<file path="src/include/csi2_stat_macros.svh">
/*
  CSI-2 statistics block constants.
  Counter width, error strobe synchronizer depth and default reference clock.
*/
`ifndef CSI2_STAT_MACROS_SVH
`define CSI2_STAT_MACROS_SVH

// Width of every counter and statistic
`define CSI2_STAT_W 32

// Flops in each error strobe synchronizer
`define CSI2_SYNC_STAGES 2

// Default pixel clock frequency in Hz, sets the frequency meter gate
`define CSI2_REF_CLK_FREQ 74_250_000

`endif
</file>
<file path="src/hw/csi2_stat_pkg.sv">
/*
  CSI-2 statistics types.
  Pixel bus beat, receive-side error strobes and the grouped statistic outputs.
*/
`include "csi2_stat_macros.svh"

package csi2_stat_pkg;

  // One beat of the pixel bus
  typedef struct packed {
    logic val;
    logic ready;
    logic eol;
    logic frame_start;
  } csi2_video_ev_t;

  // Error strobes from the packet decoder, receive clock domain
  typedef struct packed {
    logic header_err;
    logic corr_header_err;
    logic crc_err;
  } csi2_err_ev_t;

  // Error counts in the pixel clock domain
  typedef struct packed {
    logic [`CSI2_STAT_W-1:0] header_err_cnt;
    logic [`CSI2_STAT_W-1:0] corr_header_err_cnt;
    logic [`CSI2_STAT_W-1:0] crc_err_cnt;
  } csi2_err_stat_t;

  // Line and frame extremes
  typedef struct packed {
    logic [`CSI2_STAT_W-1:0] max_px_per_ln;
    logic [`CSI2_STAT_W-1:0] min_px_per_ln;
    logic [`CSI2_STAT_W-1:0] max_ln_per_frame;
    logic [`CSI2_STAT_W-1:0] min_ln_per_frame;
  } csi2_geom_stat_t;

endpackage

</file>
<file path="src/hw/csi2_err_counter.sv">
/*
  CSI-2 error counter.
  Brings the decoder error strobes into the pixel clock domain and counts them.
*/
`timescale 1ns/10ps

`include "csi2_stat_macros.svh"

module csi2_err_counter
(
  input                               clk_i,
  input                               rst_i,
  input  csi2_stat_pkg::csi2_err_ev_t err_i,
  input                               clear_stat_i,
  output csi2_stat_pkg::csi2_err_stat_t err_stat_o
);

// Synchronizer chain, all three strobes travel together
csi2_stat_pkg::csi2_err_ev_t sync_q [`CSI2_SYNC_STAGES];
csi2_stat_pkg::csi2_err_ev_t err_s;
csi2_stat_pkg::csi2_err_stat_t err_stat_q;

always_ff @( posedge clk_i, posedge rst_i )
  if( rst_i )
    begin
      for( int i = 0; i < `CSI2_SYNC_STAGES; i++ )
        sync_q[i] <= '0;
    end
  else
    begin
      sync_q[0] <= err_i;
      for( int i = 1; i < `CSI2_SYNC_STAGES; i++ )
        sync_q[i] <= sync_q[i - 1];
    end

assign err_s = sync_q[`CSI2_SYNC_STAGES - 1];

// One count per high cycle of each synchronized level
always_ff @( posedge clk_i, posedge rst_i )
  if( rst_i )
    err_stat_q <= '0;
  else
    if( clear_stat_i )
      err_stat_q <= '0;
    else
      begin
        if( err_s.header_err )
          err_stat_q.header_err_cnt <= err_stat_q.header_err_cnt + 1'b1;

        // A corrected header is only meaningful together with a header error
        if( err_s.header_err && err_s.corr_header_err )
          err_stat_q.corr_header_err_cnt <= err_stat_q.corr_header_err_cnt + 1'b1;

        if( err_s.crc_err )
          err_stat_q.crc_err_cnt <= err_stat_q.crc_err_cnt + 1'b1;
      end

assign err_stat_o = err_stat_q;

endmodule

</file>
<file path="config.mk">
export PLATFORM = sky130hd
export DESIGN_NAME = csi2_err_counter
export DESIGN_NICKNAME = d
export VERILOG_FILES = /design/src/hw/csi2_stat_pkg.sv /design/src/hw/csi2_err_counter.sv
export VERILOG_INCLUDE_DIRS = /design/src /design/src/include
export SDC_FILE = /design/constraint.sdc
export NUM_CORES = 1
export LEC_CHECK = 0
export ABC_CLOCK_PERIOD_IN_PS = 5400
export BUFFER_PORTS_ARGS = -buffer_cell sky130_fd_sc_hd__buf_2
export CORE_MARGIN = 1
export CORE_UTILIZATION = 30
export CTS_CLUSTER_DIAMETER = 100
export DETAILED_ROUTE_END_ITERATION = 16
export GPL_TIMING_DRIVEN = 0
export PLACE_DENSITY_LB_ADDON = 0.08
export SYNTH_ARGS = -nofsm -noshare
export SYNTH_HDL_FRONTEND = slang
export SYNTH_SLANG_ARGS = --single-unit
</file>
<file path="constraint.sdc">
create_clock -name clk_i -period 5.4 [get_ports clk_i]
set_input_delay 0.54 -clock clk_i [delete_from_list [all_inputs] [get_ports clk_i]]
set_output_delay 0.54 -clock clk_i [all_outputs]
set_load 0.02 [all_outputs]
</file>
==> flow_summary_export.csv <==
group,metric,value,unit
synth,dominantRegCellSynth,"dfrtp_1",
clocking,tritoncts_clock_tree,"yes",
setup_path,critical_path.most_common_cell,"nand4_1",
drt,drt-wirelength-per-cell,14.7,µm
timing,tightestPinTransition,0.834,ns
floorplanning,initial_utilization,30.9,%
timing,worst_slew_margin_rel,43.9,%
synth,yosysWarningCount,0,
layout,drive_above_1_share,22.2,%
global_routing,wire_length_of_the_first_global_routing_pass,20100,µm
synth,synth_enable_flop_cells,0,
placement,gpl_wtd_cong,0.746,
clocking,clk_transition_reported_paths,0.07,ns
layout,fin_nets,627,
synth,synthDominantAreaCellType,"dfrtp_1",
setup_path,critical_path_required,5.62,ns
layout,area.growth.synth_to_final,22.3,%
setup_path,max_stage_delay,0.69,ns
synth,syn_area_per_cell,9.80,µm²
drt,route.met2.wl,5370,µm
timing,setup-tns-final,0,ns
timing,skew,0.00928,ns
timing,setup_viol_count_final,0,
synth,yosys.cell_count.top_type,"dfrtp_1",
setup_path,crit_path_cell_trace,"ha_1, nand4_1, nor4_1, nand4_1, xor2_1, nor2_1",
clocking,cts_htree_levels,3,
setup_path,path_max_fanout,8,
drt,dr_total_vias,3999,
drt,routed_wirelength,12300,µm
floorplanning,die_area,17000,µm²
setup_path,cp_slowest_cell,"nor4_1",
clocking,clock_tree.root_cell,"clkbuf_16",
global_routing,grtUsageTotal,15.3,%
worst_hold_path,hp-class,"input pin to async pin",
setup_path,critical_path.startpoint_type,"flip-flop",
clocking,tritoncts.num_buffers,9,
synth,synth_seq_cells,102,
timing,hold_viol,0,
layout,instances_no_fill,839,
drt,vias_per_cell,4.77,
clocking,post_cts.repair.setup_buffers,0,
global_routing,antenna_found_initial,1,
synth,share_of_synthesized_flip_flops_with_an_asynchronous_set_or_reset,100,%
drt,route.detailed.drc,0,
drt,met1Wirelength,6160,µm
layout,fillCellCount,1724,
power,worst_ir_drop_vdd,0.000137,V
setup_path,worstSetupPathType,"flip-flop to flip-flop",
global_routing,gr-total-overflow,0,
placement,portBuffers,101,
floorplanning,rows,46,
power,power_density,245,nW/µm²
flow_run,max-cap-violations,0,
timing,layout_setup_ws,3.17,ns
power,leakage,2.85,nW
drt,drt_pre_antenna_iters,4,
timing,final-max-slew-violation-count,0,
clocking,clockBufferDepth,2,
placement,hpwlAfterDp,8770,µm
timing,unrepaired_setup_endpoints_after_global_routing,"no",
timing,fmax,448,MHz
drt,top_signal_layer_used,"met4",
placement,placed_cells_incl_taps,823,
synth,synthesis.instances,505,
clocking,cts-hold-fix-buffers,0,
clocking,post_cts.resized_instances,0,
drt,detailedRoute.firstIterationViolations,113,
synth,synth.top_cell.area_share,51.6,%
global_routing,pin_count_of_the_biggest_net_entering_global_routing,63,
synth,netlist_top_cells_area,"dfrtp_1, xor2_1, nor2_1, xnor2_1, nand4_1",
global_routing,grt_pass1_vias,3900,
timing,finalCriticalPeriod,2.23,ns
floorplanning,core-area,16000,µm²
synth,synth.distinct_cells,40,
drt,postRouteAntennaNets,0,
synth,synth_area,4950,µm²
clocking,clk_latency,0.35,ns
placement,preCtsSetupSlack,2.99,ns
setup_path,crit_arrival,2.45,ns
setup_path,cp-end-kind,"flip-flop",
drt,wl_met3,562,µm
synth,synth-seq-area-share,51.6,%
timing,period_share,41.4,%
outcome,status,"complete, no violations",
floorplanning,die_w,130,µm
synth,synthesis.nets,514,
clocking,tritoncts_num_sinks,102,
floorplanning,ioPinCount,102,
floorplanning,die_h,130,µm
synth,yosys-top-cells-count,"dfrtp_1, nor2_1, xor2_1",
-- where the power goes --
| part | total (mW) | internal, mW | switching [mW] |
|---|---|---|---|
| clock network | 0.647 | 0.371 | 0.276 |
| logic | 0.0597 | 0.0152 | 0.0445 |
| registers | 0.777 | 0.770 | 0.00722 |
-- logic make-up after synthesis --
group,synth area share [%]
compound gates,3.87
flops,51.6
buf+inv,2.50
fa+ha+maj,0.758
xor+xnor,13.1
mux,0.632
simple gates,27.6
-- layout make-up --
type	count	area [µm²]	area share, %
sequential	102	2550	42.1
multi-input combinational	375	2270	37.6
timing repair buffer	102	533	8.80
clock buffer	14	294	4.86
tap	216	270	4.46
buffer	21	97.6	1.61
inverter	7	28.8	0.475
antenna	2	5.00	0.0826
-- state kept, by name (all words and copies together) (netlist names) --
name / count
err_s: 3
err_stat_o: 96
sync_q: 3
-- worst max-delay path, delay by kind of cell, from the launching register on --
kind	cells	cell delay (ns)
adder cells (fa/ha/maj)	1	0.22
AND/OR/NAND/NOR	4	1.28
XOR/XNOR	1	0.18
flip-flops	1	0.43
-- final timing paths --
kind	slack, ns	cells after the start	endpoint	startpoint
max	3.17	6	err_stat_o[58]	err_stat_o[33]
min	0.26	2	err_stat_o[0]	rst_i
max reg2reg	3.17	6	err_stat_o[58]	err_stat_o[33]
min reg2reg	0.35	0	err_s[2]	sync_q[5]
max in group asynchronous	4.42	3	err_stat_o[57]	rst_i
min in group clk_i	0.30	1	sync_q[3]	err_i[0]
-- routing by layer --
metal  up-vias  track usage (%)
met5         -                0
met4         0             5.95
met3        15             3.46
met2        80             24.1
met1      1940             20.5
li1       1964                -
-- layout by cell type, fill, tap and decap left out, drive strengths merged, types with 2 or more instances in the layout --
master,instances
inv,7
nor2,90
and3,12
clkbuf,25
nand3,30
and2,4
nor2b,2
xor2,49
a31o,3
nand4,33
xnor2,25
and4,8
buf,112
nor3,16
nand2,32
a21oi,18
nand3b,2
or3,16
diode,2
o21ai,15
ha,3
dfrtp,102
nor4,5
mux2i,2
nand2b,3
-- metrics by stage --
stage	power [mW]	instance area (µm²)	hold WS, ns	utilization, %
global route	1.55	6050	0.279	37.8
floorplan	0.828	4950	0.331	-
detailed placement	0.855	5760	0.336	36.0
CTS	1.51	6050	0.278	37.8
finish	1.48	6060	0.263	37.8
global placement	0.851	5730	0.333	35.8
Note: power is estimated with default switching activity, not from simulation.
