## config.mk

```make
export PLATFORM = sky130hd
export DESIGN_NAME = csi2_geom_tracker
export DESIGN_NICKNAME = d
export VERILOG_FILES = /design/src/hw/csi2_stat_pkg.sv /design/src/hw/csi2_geom_tracker.sv
export VERILOG_INCLUDE_DIRS = /design/src /design/src/include
export SDC_FILE = /design/constraint.sdc
export NUM_CORES = 1
export LEC_CHECK = 0
export BUFFER_PORTS_ARGS = -buffer_cell sky130_fd_sc_hd__buf_4
export CAP_MARGIN = 30
export CORE_ASPECT_RATIO = 1.25
export CORE_UTILIZATION = 54
export DETAILED_ROUTE_END_ITERATION = 6
export PLACE_DENSITY_LB_ADDON = 0.12
export SYNTH_ARGS = -nofsm -noshare
export SYNTH_HDL_FRONTEND = slang
export SYNTH_SLANG_ARGS = --single-unit
export TNS_END_PERCENT = 10
```

## constraint.sdc

```tcl
create_clock -name clk_i -period 5.49 [get_ports clk_i]
set_input_delay 0.2745 -clock clk_i [delete_from_list [all_inputs] [get_ports clk_i]]
set_output_delay 0.2745 -clock clk_i [all_outputs]
set_load 0.02 [all_outputs]
```

## src/include/csi2_stat_macros.svh

```systemverilog
/*
  CSI-2 statistics block constants.
  Counter width, error strobe synchronizer depth and default reference clock.
*/
`ifndef CSI2_STAT_MACROS_SVH
`define CSI2_STAT_MACROS_SVH

// Width of every counter and statistic
`define CSI2_STAT_W 32

// Flops in each error strobe synchronizer
`define CSI2_SYNC_STAGES 2

// Default pixel clock frequency in Hz, sets the frequency meter gate
`define CSI2_REF_CLK_FREQ 74_250_000

`endif
```

## src/hw/csi2_stat_pkg.sv

```systemverilog
/*
  CSI-2 statistics types.
  Pixel bus beat, receive-side error strobes and the grouped statistic outputs.
*/
`include "csi2_stat_macros.svh"

package csi2_stat_pkg;

  // One beat of the pixel bus
  typedef struct packed {
    logic val;
    logic ready;
    logic eol;
    logic frame_start;
  } csi2_video_ev_t;

  // Error strobes from the packet decoder, receive clock domain
  typedef struct packed {
    logic header_err;
    logic corr_header_err;
    logic crc_err;
  } csi2_err_ev_t;

  // Error counts in the pixel clock domain
  typedef struct packed {
    logic [`CSI2_STAT_W-1:0] header_err_cnt;
    logic [`CSI2_STAT_W-1:0] corr_header_err_cnt;
    logic [`CSI2_STAT_W-1:0] crc_err_cnt;
  } csi2_err_stat_t;

  // Line and frame extremes
  typedef struct packed {
    logic [`CSI2_STAT_W-1:0] max_px_per_ln;
    logic [`CSI2_STAT_W-1:0] min_px_per_ln;
    logic [`CSI2_STAT_W-1:0] max_ln_per_frame;
    logic [`CSI2_STAT_W-1:0] min_ln_per_frame;
  } csi2_geom_stat_t;

endpackage

```

## src/hw/csi2_geom_tracker.sv

```systemverilog
/*
  CSI-2 frame geometry tracker.
  Counts pixels per line and lines per frame on the pixel bus
  and keeps the largest and smallest values seen.
*/
`timescale 1ns/10ps

`include "csi2_stat_macros.svh"

module csi2_geom_tracker
(
  input                                  clk_i,
  input                                  rst_i,
  input  csi2_stat_pkg::csi2_video_ev_t  video_i,
  input                                  clear_stat_i,
  output csi2_stat_pkg::csi2_geom_stat_t geom_stat_o
);

logic                    beat;
logic                    line_end;
logic                    frame_start;
logic                    frame_end;
logic [`CSI2_STAT_W-1:0] px_cnt;
logic [`CSI2_STAT_W-1:0] px_next;
logic [`CSI2_STAT_W-1:0] ln_cnt;
logic                    frame_seen;

csi2_stat_pkg::csi2_geom_stat_t geom_stat_q;

assign beat        = video_i.val && video_i.ready;
assign frame_start = beat && video_i.frame_start;
// The first beat of a frame never closes a line
assign line_end    = beat && video_i.eol && !video_i.frame_start;
// A frame is complete only when an earlier frame start opened it
assign frame_end   = frame_start && frame_seen;
assign px_next     = px_cnt + 1'b1;

// Running pixel counter, restarts after each line end
always_ff @( posedge clk_i, posedge rst_i )
  if( rst_i )
    px_cnt <= '0;
  else
    if( line_end )
      px_cnt <= '0;
    else
      if( beat )
        px_cnt <= px_next;

// Running line counter, restarts at each frame start
always_ff @( posedge clk_i, posedge rst_i )
  if( rst_i )
    ln_cnt <= '0;
  else
    if( frame_start )
      ln_cnt <= '0;
    else
      if( line_end )
        ln_cnt <= ln_cnt + 1'b1;

// Clear drops the open frame, unless a new one starts in the same cycle
always_ff @( posedge clk_i, posedge rst_i )
  if( rst_i )
    frame_seen <= 1'b0;
  else
    if( clear_stat_i )
      frame_seen <= frame_start;
    else
      if( frame_start )
        frame_seen <= 1'b1;

always_ff @( posedge clk_i, posedge rst_i )
  if( rst_i )
    begin
      geom_stat_q.max_px_per_ln    <= '0;
      geom_stat_q.min_px_per_ln    <= '1;
      geom_stat_q.max_ln_per_frame <= '0;
      geom_stat_q.min_ln_per_frame <= '1;
    end
  else
    if( clear_stat_i )
      begin
        geom_stat_q.max_px_per_ln    <= '0;
        geom_stat_q.min_px_per_ln    <= '1;
        geom_stat_q.max_ln_per_frame <= '0;
        geom_stat_q.min_ln_per_frame <= '1;
      end
    else
      begin
        // Line length includes the eol beat itself
        if( line_end && ( px_next > geom_stat_q.max_px_per_ln ) )
          geom_stat_q.max_px_per_ln <= px_next;
        if( line_end && ( px_next < geom_stat_q.min_px_per_ln ) )
          geom_stat_q.min_px_per_ln <= px_next;

        if( frame_end && ( ln_cnt > geom_stat_q.max_ln_per_frame ) )
          geom_stat_q.max_ln_per_frame <= ln_cnt;
        if( frame_end && ( ln_cnt < geom_stat_q.min_ln_per_frame ) )
          geom_stat_q.min_ln_per_frame <= ln_cnt;
      end

assign geom_stat_o = geom_stat_q;

endmodule

```

==> metrics.txt, run 1 <==
Seq/Total Area, Yosys=39.0%; Max IR drop VDD=between 0.2 and 0.25 mV; register clock-pin slew on the reported worst setup and hold paths=~0.070 ns; share of cells above drive strength 1=a little under a fifth; Max Slew Vio Count=0; row count=62; syn nets=1547; Primary FF master, synth=dfrtp_1; FMAX=0.213 GHz; Buffers on Ports=approximately 130; Slew @ Worst Pin=0.994 ns; mapped cell area=0.0126 mm²; critical path data arrival time=between 5 and 6 ns; Syn Inst Count=roughly 1400; largest cells by area after synthesis=dfrtp_1 26%, dfstp_2 13%, ha_1 13%; Top Ports=135; clock latency on the worst-skew pair=around 0.44 ns; RSZ-0062 raised after global routing=no; post-synth top area share=25.7%; Fillers=around 2000; setup_tns=0 ns; most frequent cells after synthesis=189 x inv_1, 167 x nand2_1, 129 x dfrtp_1, 128 x ha_1, 89 x o21ai_0; failing checks=design-rule violations; asr flop ratio synth=100%; Die X=138 µm; Clock Sinks=193; DP HPWL=between 20000 and 25000 µm; root buffer cell=clkbuf_16; Synth Area in XOR/XNOR=3.83%; Tcrit/Tclk final=85.5%; post-layout util=63.0%; mux cell area share after synthesis=under 10%; Diodes inserted=0; most common cell in the synthesized netlist=inv_1; number of library cell types mapped by synthesis=73; CP required=just under 6 ns; clock skew=about 0.013 ns; WP depth=14; Global Route Usage Sum=a little over a quarter; yosys warns=0; vias in the first global route=10400; grt ovf=0; post-synthesis simple-gate area fraction=17.0%; core area=0.0229 mm²; gpl congestion=a little under 0.9; die span in y=~170 µm; Synth Area in Compound Gates=13.9%; drt pass-1 iters=7; hold crit path type=in -> reg; crit-path most repeated cell=ha_1; min Tclk post-route=between 4 and 5 ns; crit end category=flop; Via Count=10500; crit path buf inv count=2; vias per cell=approximately 5.8; Yosys top cell by area=dfrtp_1; Final Setup Violations=0; postcts setup bufs=0; Routed wire per std cell=17.3 µm; post-synthesis adder-cell area fraction=roughly an eighth; worst hold stages=2; TritonCTS clock tree=built; delay-heaviest family, CP=simple AND/OR/NAND/NOR gates; CP startpoint kind=flop; Post-Route WL=31400 µm; fin nets=between 1500 and 2000; htree depth=4; area growth from synthesis to layout=14.7%; number of DRC markers after the initial detailed-route iteration=613; CTS Buf Count=17; Max stage delay on crit path=slightly below 0.8 ns; Max Cap Viol=0; Hold Vio Cnt, Final=0; Post-synth EDFFs=0; initial antenna violation count=0; FF+latch count, synth=a little under 200; first-pass GRT wire length=52500 µm; Max-slew headroom=roughly 33%; power per cell area=238 mW/mm²; Crit Path Category=reg -> reg; Mean Syn Cell Area=~9 µm²; DRT antenna net count=0; drt drc=18; r2r worst-path depth=14; slowest library cell on the worst path=or4_1; status=complete, but fails checks; Clock Tree Buf Depth=2; Die ar.=0.0239 mm²; leakage=7.26 nW; largest family of logic cells by synthesized area=simple AND/OR/NAND/NOR gates; largest net degree at the start of global routing=between 100 and 150; Initial Utilization=55.0%; worst-path fanout max=16; worst-path cell chain=ha_1, nand3_2, or4_1, nor4_4, xnor2_1, inv_2, ha_1, nand4_1, or2_2, nor3_1, o31ai_1, a21boi_4, buf_4, mux2_2
-- timing repair --
item / CTS / global route
hold buffers: 0 / 1
resized for setup: 0 / 0
hold endpoints to repair: 0 / 48
-- cells in the final DEF, fill, tap and decap left out, drive strengths merged, types with 50 or more instances in the layout --
| cell type | count |
|---|---|
| a21oi | 72 |
| buf | 151 |
| dfrtp | 129 |
| dfstp | 64 |
| ha | 128 |
| inv | 190 |
| mux2i | 52 |
| nand2 | 167 |
| nor2 | 77 |
| nor3 | 50 |
| o21ai | 103 |
| xnor2 | 52 |
-- area by class of cell --
type | count | area (µm²) | area share (%)
Multi-Input combinational cell | 959 | 6680 | 46.3
Sequential cell | 193 | 4910 | 34.0
Timing Repair Buffer | 152 | 1180 | 8.21
Inverter | 190 | 723 | 5.01
Clock buffer | 22 | 444 | 3.08
Tap cell | 288 | 360 | 2.50
Clock inverter | 10 | 118 | 0.816
-- routing by layer --
layer | track usage, % | routed length [µm]
met5 | 0 | 0
met3 | 4.10 | 1360
met1 | 34.7 | 13500
met2 | 47.3 | 15800
met4 | 9.93 | 840
-- power by group --
part           switching, mW  internal, mW
Clock                  0.561         0.671
Sequential            0.0726          1.49
Combinational          0.398         0.235
Total                   1.03          2.40
-- kinds of logic after synthesis --
kind of cell / Yosys count
and+or+nand+nor: 432
DFF: 193
adders and majority gates: 128
xor gates and xnor gates: 55
buffers and inverters: 260
AOI/OAI and AO/OA: 278
muxes: 66
-- sequential cells by signal (all words and copies together) (netlist names) --
| signal | count |
|---|---|
| ln_cnt | 32 |
| px_cnt | 32 |
| frame_seen | 1 |
| geom_stat_o | 128 |
-- worst paths after layout --
check / from / endpoint / slack [ns]
min reg2reg: frame_seen / frame_seen / 0.49
max: px_cnt[0] / geom_stat_o[127] / 0.80
max in group asynchronous: rst_i / ln_cnt[11] / 3.93
min: video_i[0] / ln_cnt[8] / 0.06
max reg2reg: px_cnt[0] / geom_stat_o[127] / 0.80
min in group asynchronous: rst_i / geom_stat_o[57] / 0.44
-- stage by stage --
step / cell area, µm² / instances / setup WS, ns / hold slack, ns / power, mW
floorplan: 12600 / 1412 / 0.0659 / 0.371 / 2.01
global placement: 13800 / 1779 / 0.999 / 0.470 / 2.20
detailed placement: 13800 / 1779 / 0.832 / 0.473 / 2.21
CTS: 14400 / 1811 / 0.746 / 0.0440 / 3.45
global route: 14400 / 1814 / 0.504 / 0.0420 / 3.59
finish: 14400 / 1814 / 0.799 / 0.0595 / 3.43
(Power assumes the default switching activity.)
==> inputs of run 2 (changes only) <==
--- a/config.mk
+++ b/config.mk
@@ -11,6 +11,7 @@
 export CORE_ASPECT_RATIO = 1.25
 export CORE_UTILIZATION = 54
 export DETAILED_ROUTE_END_ITERATION = 6
+export GPL_TIMING_DRIVEN = 0
 export PLACE_DENSITY_LB_ADDON = 0.12
 export SYNTH_ARGS = -nofsm -noshare
 export SYNTH_HDL_FRONTEND = slang
==> metrics.txt, run 2 (synthesis gave the netlist of run 1 again) <==
area growth from synthesis to layout=16.2%; max FFs per register=roughly 130; first-pass GRT wire length=roughly 54000 µm; postcts setup bufs=0; root buffer cell=clkbuf_16; RSZ-0062 raised after global routing=no; number of DRC markers after the initial detailed-route iteration=584; post-layout util=63.9%; worst-path fanout max=10; commonest non-fill, non-tap cell in the layout=inv_1; Top Ports=135; commonest non-fill, non-tap cells in the layout=188 x inv_1, 167 x nand2_1, 137 x buf_4; crit end category=flop; gpl congestion=0.921; PnR worst setup slack=0.385 ns; met2 wire len=17300 µm; leakage=~7.4 nW; sequential share of power=44.2%; Max IR drop VDD=0.233 mV; register clock-pin slew on the reported worst setup and hold paths=0.07 ns; FMAX=0.196 GHz; Hold Vio Cnt, Final=0; clock latency on the worst-skew pair=~0.45 ns; Comb power frac=around 18%; Top Layer Used=met4; clock skew=0.0143 ns; critical path data arrival time=5.43 ns; Final Setup Violations=0; NetSw=1.07 mW; row count=62; Place WS=0.244 ns; drt drc=18; Die X=138 µm; grt ovf=0; die span in y=173 µm; Max Slew Vio Count=0; vias in the first global route=10500; Buffers on Ports=134; metal1 wirelength=13900 µm; Global Route Usage Sum=28.7%; drt pass-1 iters=7; TritonCTS clock tree=built; cell-internal power=approximately 2.5 mW; DP HPWL=between 20000 and 30000 µm; CP required=5.82 ns; Die ar.=0.0239 mm²; Placed Cells=1835; clock share of power=37.9%; CTS Buf Count=17; Met3 Wirelength=around 1100 µm; largest net degree at the start of global routing=102; final hold slack=0.0385 ns; Diodes inserted=0; CP startpoint kind=flop; power per cell area=around 240 mW/mm²; Initial Utilization=approximately 55%; status=complete, but fails checks; Switching Fraction=30.0%; Routed wire per std cell=17.9 µm; Finished Layout Cells=1868; vias per cell=roughly 5.7; fin nets=1702; initial antenna violation count=1; Max-slew headroom=between 40% and 50%; hold crit path type=in -> reg; Crit Path Category=reg -> reg; htree depth=4; Post-Route WL=33400 µm; Via Count=10600; Clock Tree Buf Depth=2; Tcrit/Tclk final=93.0%; core area=0.0229 mm²; DRT antenna net count=0; Slew @ Worst Pin=0.885 ns; Max Cap Viol=0; min Tclk post-route=5.10 ns; Clock Sinks=193; failing checks=design-rule violations; share of cells above drive strength 1=18.8%
## run 2: per-layer routing
metal	vias to the layer above	global-route usage [%]
met1	5146	33.4
met2	234	52.5
met3	70	3.71
met4	0	12.4
li1	5197	-
met5	-	0
## run 2: power groups by stage
| stage | Clock, mW | Combinational [mW] | Sequential, mW |
|---|---|---|---|
| final | 1.34 | 0.636 | 1.57 |
| after global routing | 1.42 | 0.711 | 1.58 |
| after CTS | 1.37 | 0.635 | 1.57 |
| after detailed placement | 0 | 0.628 | 1.59 |
| after global placement | 0 | 0.609 | 1.59 |
| after floorplan | 0 | 0.412 | 1.60 |
## run 2: layout make-up
cell class                 instances  area, µm²
clock buffer                      20        457
tap                              288        360
fill                            2013       8270
clock inverter                    12        169
buffer                            70        308
inverter                         190        721
multi-input combinational        959       6650
timing repair buffer             136       1040
sequential                       193       4910
## run 2: final timing paths
kind | from | endpoint | slack [ns] | cells after the start
min in group asynchronous | rst_i | ln_cnt[24] | 0.51 | 3
max in group asynchronous | rst_i | geom_stat_o[4] | 4.05 | 4
worst min-delay path | video_i[0] | ln_cnt[8] | 0.04 | 2
worst max-delay path | px_cnt[0] | geom_stat_o[127] | 0.39 | 15
worst min register to register | frame_seen | frame_seen | 0.49 | 1
worst max register to register | px_cnt[0] | geom_stat_o[127] | 0.39 | 15
## run 2: repair_timing
action,in CTS,in global routing
gates resized for setup,0,1
hold buffers,1,0
setup endpoints to repair,0,8
hold endpoints to repair,35,0
## run 2: critical path, stage by stage (launching register included)
cell and delay, ns:
dfrtp_1 0.57, ha_1 0.30, nand3_2 0.21, or4_1 0.59
buf_2 0.21, nor3_2 0.21, xnor2_1 0.30, inv_1 0.14
ha_1 0.33, nand4_1 0.15, or2_2 0.34, nor3_1 0.36
o31ai_1 0.20, a21boi_2 0.32, buf_2 0.38, mux2_2 0.38
## run 2: per-stage QoR
stage          total power, mW  area (µm²)  TNS, ns
2_1_floorplan             2.01       12600        0
3_3_place_gp              2.20       13900  -307.90
3_5_place_dp              2.22       14000        0
4_1_cts                   3.57       14600        0
5_1_grt                   3.70       14600        0
6_report                  3.55       14600        0
==> inputs of run 3 (changes only) <==
--- a/config.mk
+++ b/config.mk
@@ -9,7 +9,7 @@
 export BUFFER_PORTS_ARGS = -buffer_cell sky130_fd_sc_hd__buf_4
 export CAP_MARGIN = 30
 export CORE_ASPECT_RATIO = 1.25
-export CORE_UTILIZATION = 54
+export CORE_UTILIZATION = 60
 export DETAILED_ROUTE_END_ITERATION = 6
 export GPL_TIMING_DRIVEN = 0
 export PLACE_DENSITY_LB_ADDON = 0.12
==> constraint.sdc (replaced) <==
create_clock -name clk_i -period 5.7 [get_ports clk_i]
set_input_delay 0 -clock clk_i [delete_from_list [all_inputs] [get_ports clk_i]]
set_output_delay 0 -clock clk_i [all_outputs]
set_load 0.02 [all_outputs]
==> metrics.txt, run 3 (synthesis gave the netlist of run 1 again) <==
hold crit path type=in -> reg; vias in the first global route=11000; CTS Buf Count=17; commonest non-fill, non-tap cell in the layout=inv_1; Post-Route WL=33700 µm; Place WS=0.473 ns; gpl congestion=~0.91; die span in y=164 µm; power per cell area=about 230 mW/mm²; Max stage delay on crit path=~0.6 ns; initial antenna violation count=0; min Tclk post-route=5.36 ns; Buffers on Ports=134; slowest library cell on the worst path=or4_1; Slew @ Worst Pin=0.847 ns; Power Total=3.37 mW; area growth from synthesis to layout=16.0%; worst-path cell chain=ha_1, nand3_2, or4_1, buf_2, nor3_2, xnor2_1, inv_1, ha_1, nand4_1, or2_2, nor3_1, o31ai_1, a21boi_1, buf_2, mux2_2; Max Slew Vio Count=0; Die X=131 µm; crit end category=flop; fin nets=1704; drt drc=0; Crit Path Category=reg -> reg; dpl cell area=around 0.014 mm²; FMAX=~0.19 GHz; Hold Vio Cnt, Final=0; Worst Setup SP=px_cnt[0]; reg2reg end=geom_stat_o[107]; largest net degree at the start of global routing=111; worst hold start=video_i[1]; Final Setup Violations=0; CP required=6.03 ns; number of DRC markers after the initial detailed-route iteration=757; Tcrit/Tclk final=between 90% and 100%; Diodes inserted=0; core area=0.0203 mm²; row count=58; Routed wire per std cell=18.2 µm; share of cells above drive strength 1=a little under a fifth; clock skew=~0.011 ns; worst-path fanout max=10; critical path data arrival time=5.69 ns; htree depth=4; WHS Endpoint=ln_cnt[12]; PnR worst setup slack=around 0.34 ns; TritonCTS clock tree=built; Max-slew headroom=a little over two fifths; DRT antenna net count=0; Die ar.=around 0.022 mm²; Clock Sinks=193; Max Cap Viol=0; leakage=7.36 nW; commonest non-fill, non-tap cells in the layout=188 x inv_1, 167 x nand2_1, 137 x buf_4; r2r worst-path depth=15; Initial Utilization=about three fifths; root buffer cell=clkbuf_16; max FFs per register=128; Via Count=about 11000; first-pass GRT wire length=between 50000 and 60000 µm; status=finished, final reports clean; final hold slack=0.0428 ns; Max IR drop VDD=0.208 mV; worst hold stages=4; drt pass-1 iters=5; Global Route Usage Sum=32.3%; vias per cell=5.90; clock latency on the worst-skew pair=between 0.4 and 0.5 ns; register clock-pin slew on the reported worst setup and hold paths=about 0.08 ns; CP startpoint kind=flop; design area=0.0146 mm²; Critical R2R Launch=px_cnt[0]; RSZ-0062 raised after global routing=no; grt ovf=0; Clock Tree Buf Depth=2; r2r setup slk=0.34 ns; setup_tns=0 ns; DP HPWL=25600 µm; Top Ports=135
-- run 3: cell types whose count changed in the layout (fill, tap and decap cells not counted) --
cell	delta
a21boi_1	+1
clkbuf_1	+1
dlygate4sd3_1	+2
clkbuf_16	+1
clkinv_2	+2
inv_6	-5
clkbuf_8	-1
a21boi_2	-1
clkinvlp_4	+1
clkinv_4	+2
bufinv_16	-1
-- run 3: worst max-delay path, delay by kind of cell, from the launching register on --
family / cells / cell delay, ns
compound gates: 2 / 0.66
xor+xnor: 1 / 0.30
fa+ha+maj: 2 / 0.64
buf+inv: 3 / 0.78
flops: 1 / 0.56
mux: 1 / 0.38
simple gates: 6 / 1.91
-- run 3: power breakdown --
group | total (mW) | switching, mW | internal [mW]
Sequential | 1.51 | 0.0707 | 1.44
Combinational | 0.615 | 0.388 | 0.228
Clock | 1.25 | 0.559 | 0.688
Total | 3.37 | 1.02 | 2.35
-- run 3: worst max path at each step --
stage                        to  slack, ns  cells after the start
6_report       geom_stat_o[107]       0.34                     15
5_1_grt        geom_stat_o[127]       0.20                     15
2_1_floorplan        frame_seen       0.55                      1
3_3_place_gp    geom_stat_o[45]      -1.70                      2
3_5_place_dp   geom_stat_o[127]       0.47                     15
4_1_cts        geom_stat_o[107]       0.45                     15
-- run 3: cell type report --
class	count	area, µm²
Inverter	190	721
Clock buffer	21	472
Buffer	70	308
Multi-Input combinational cell	959	6650
Tap cell	270	338
Fill cell	1626	5730
Sequential cell	193	4910
Clock inverter	11	130
Timing Repair Buffer	138	1060
-- run 3: metal layers --
| layer | routed length [µm] | share of wire [%] | GRT usage (%) |
|---|---|---|---|
| met4 | 1700 | 5.0 | 19.0 |
| met3 | 1490 | 4.4 | 4.04 |
| met5 | 0 | 0 | 0 |
| met1 | 13500 | 40 | 37.3 |
| met2 | 17000 | 51 | 57.9 |
-- run 3: what timing repair did --
action	4_1_cts	5_1_grt
hold buffers	3	0
hold endpoints to repair	62	0
resized for setup	0	0
buffers inserted	0	0
-- run 3: through the flow --
stage	instances	util, %
after CTS	1852	71.8
after detailed placement	1817	68.7
after global routing	1852	71.8
after floorplan	1412	-
after global placement	1816	68.5
final	1852	71.8
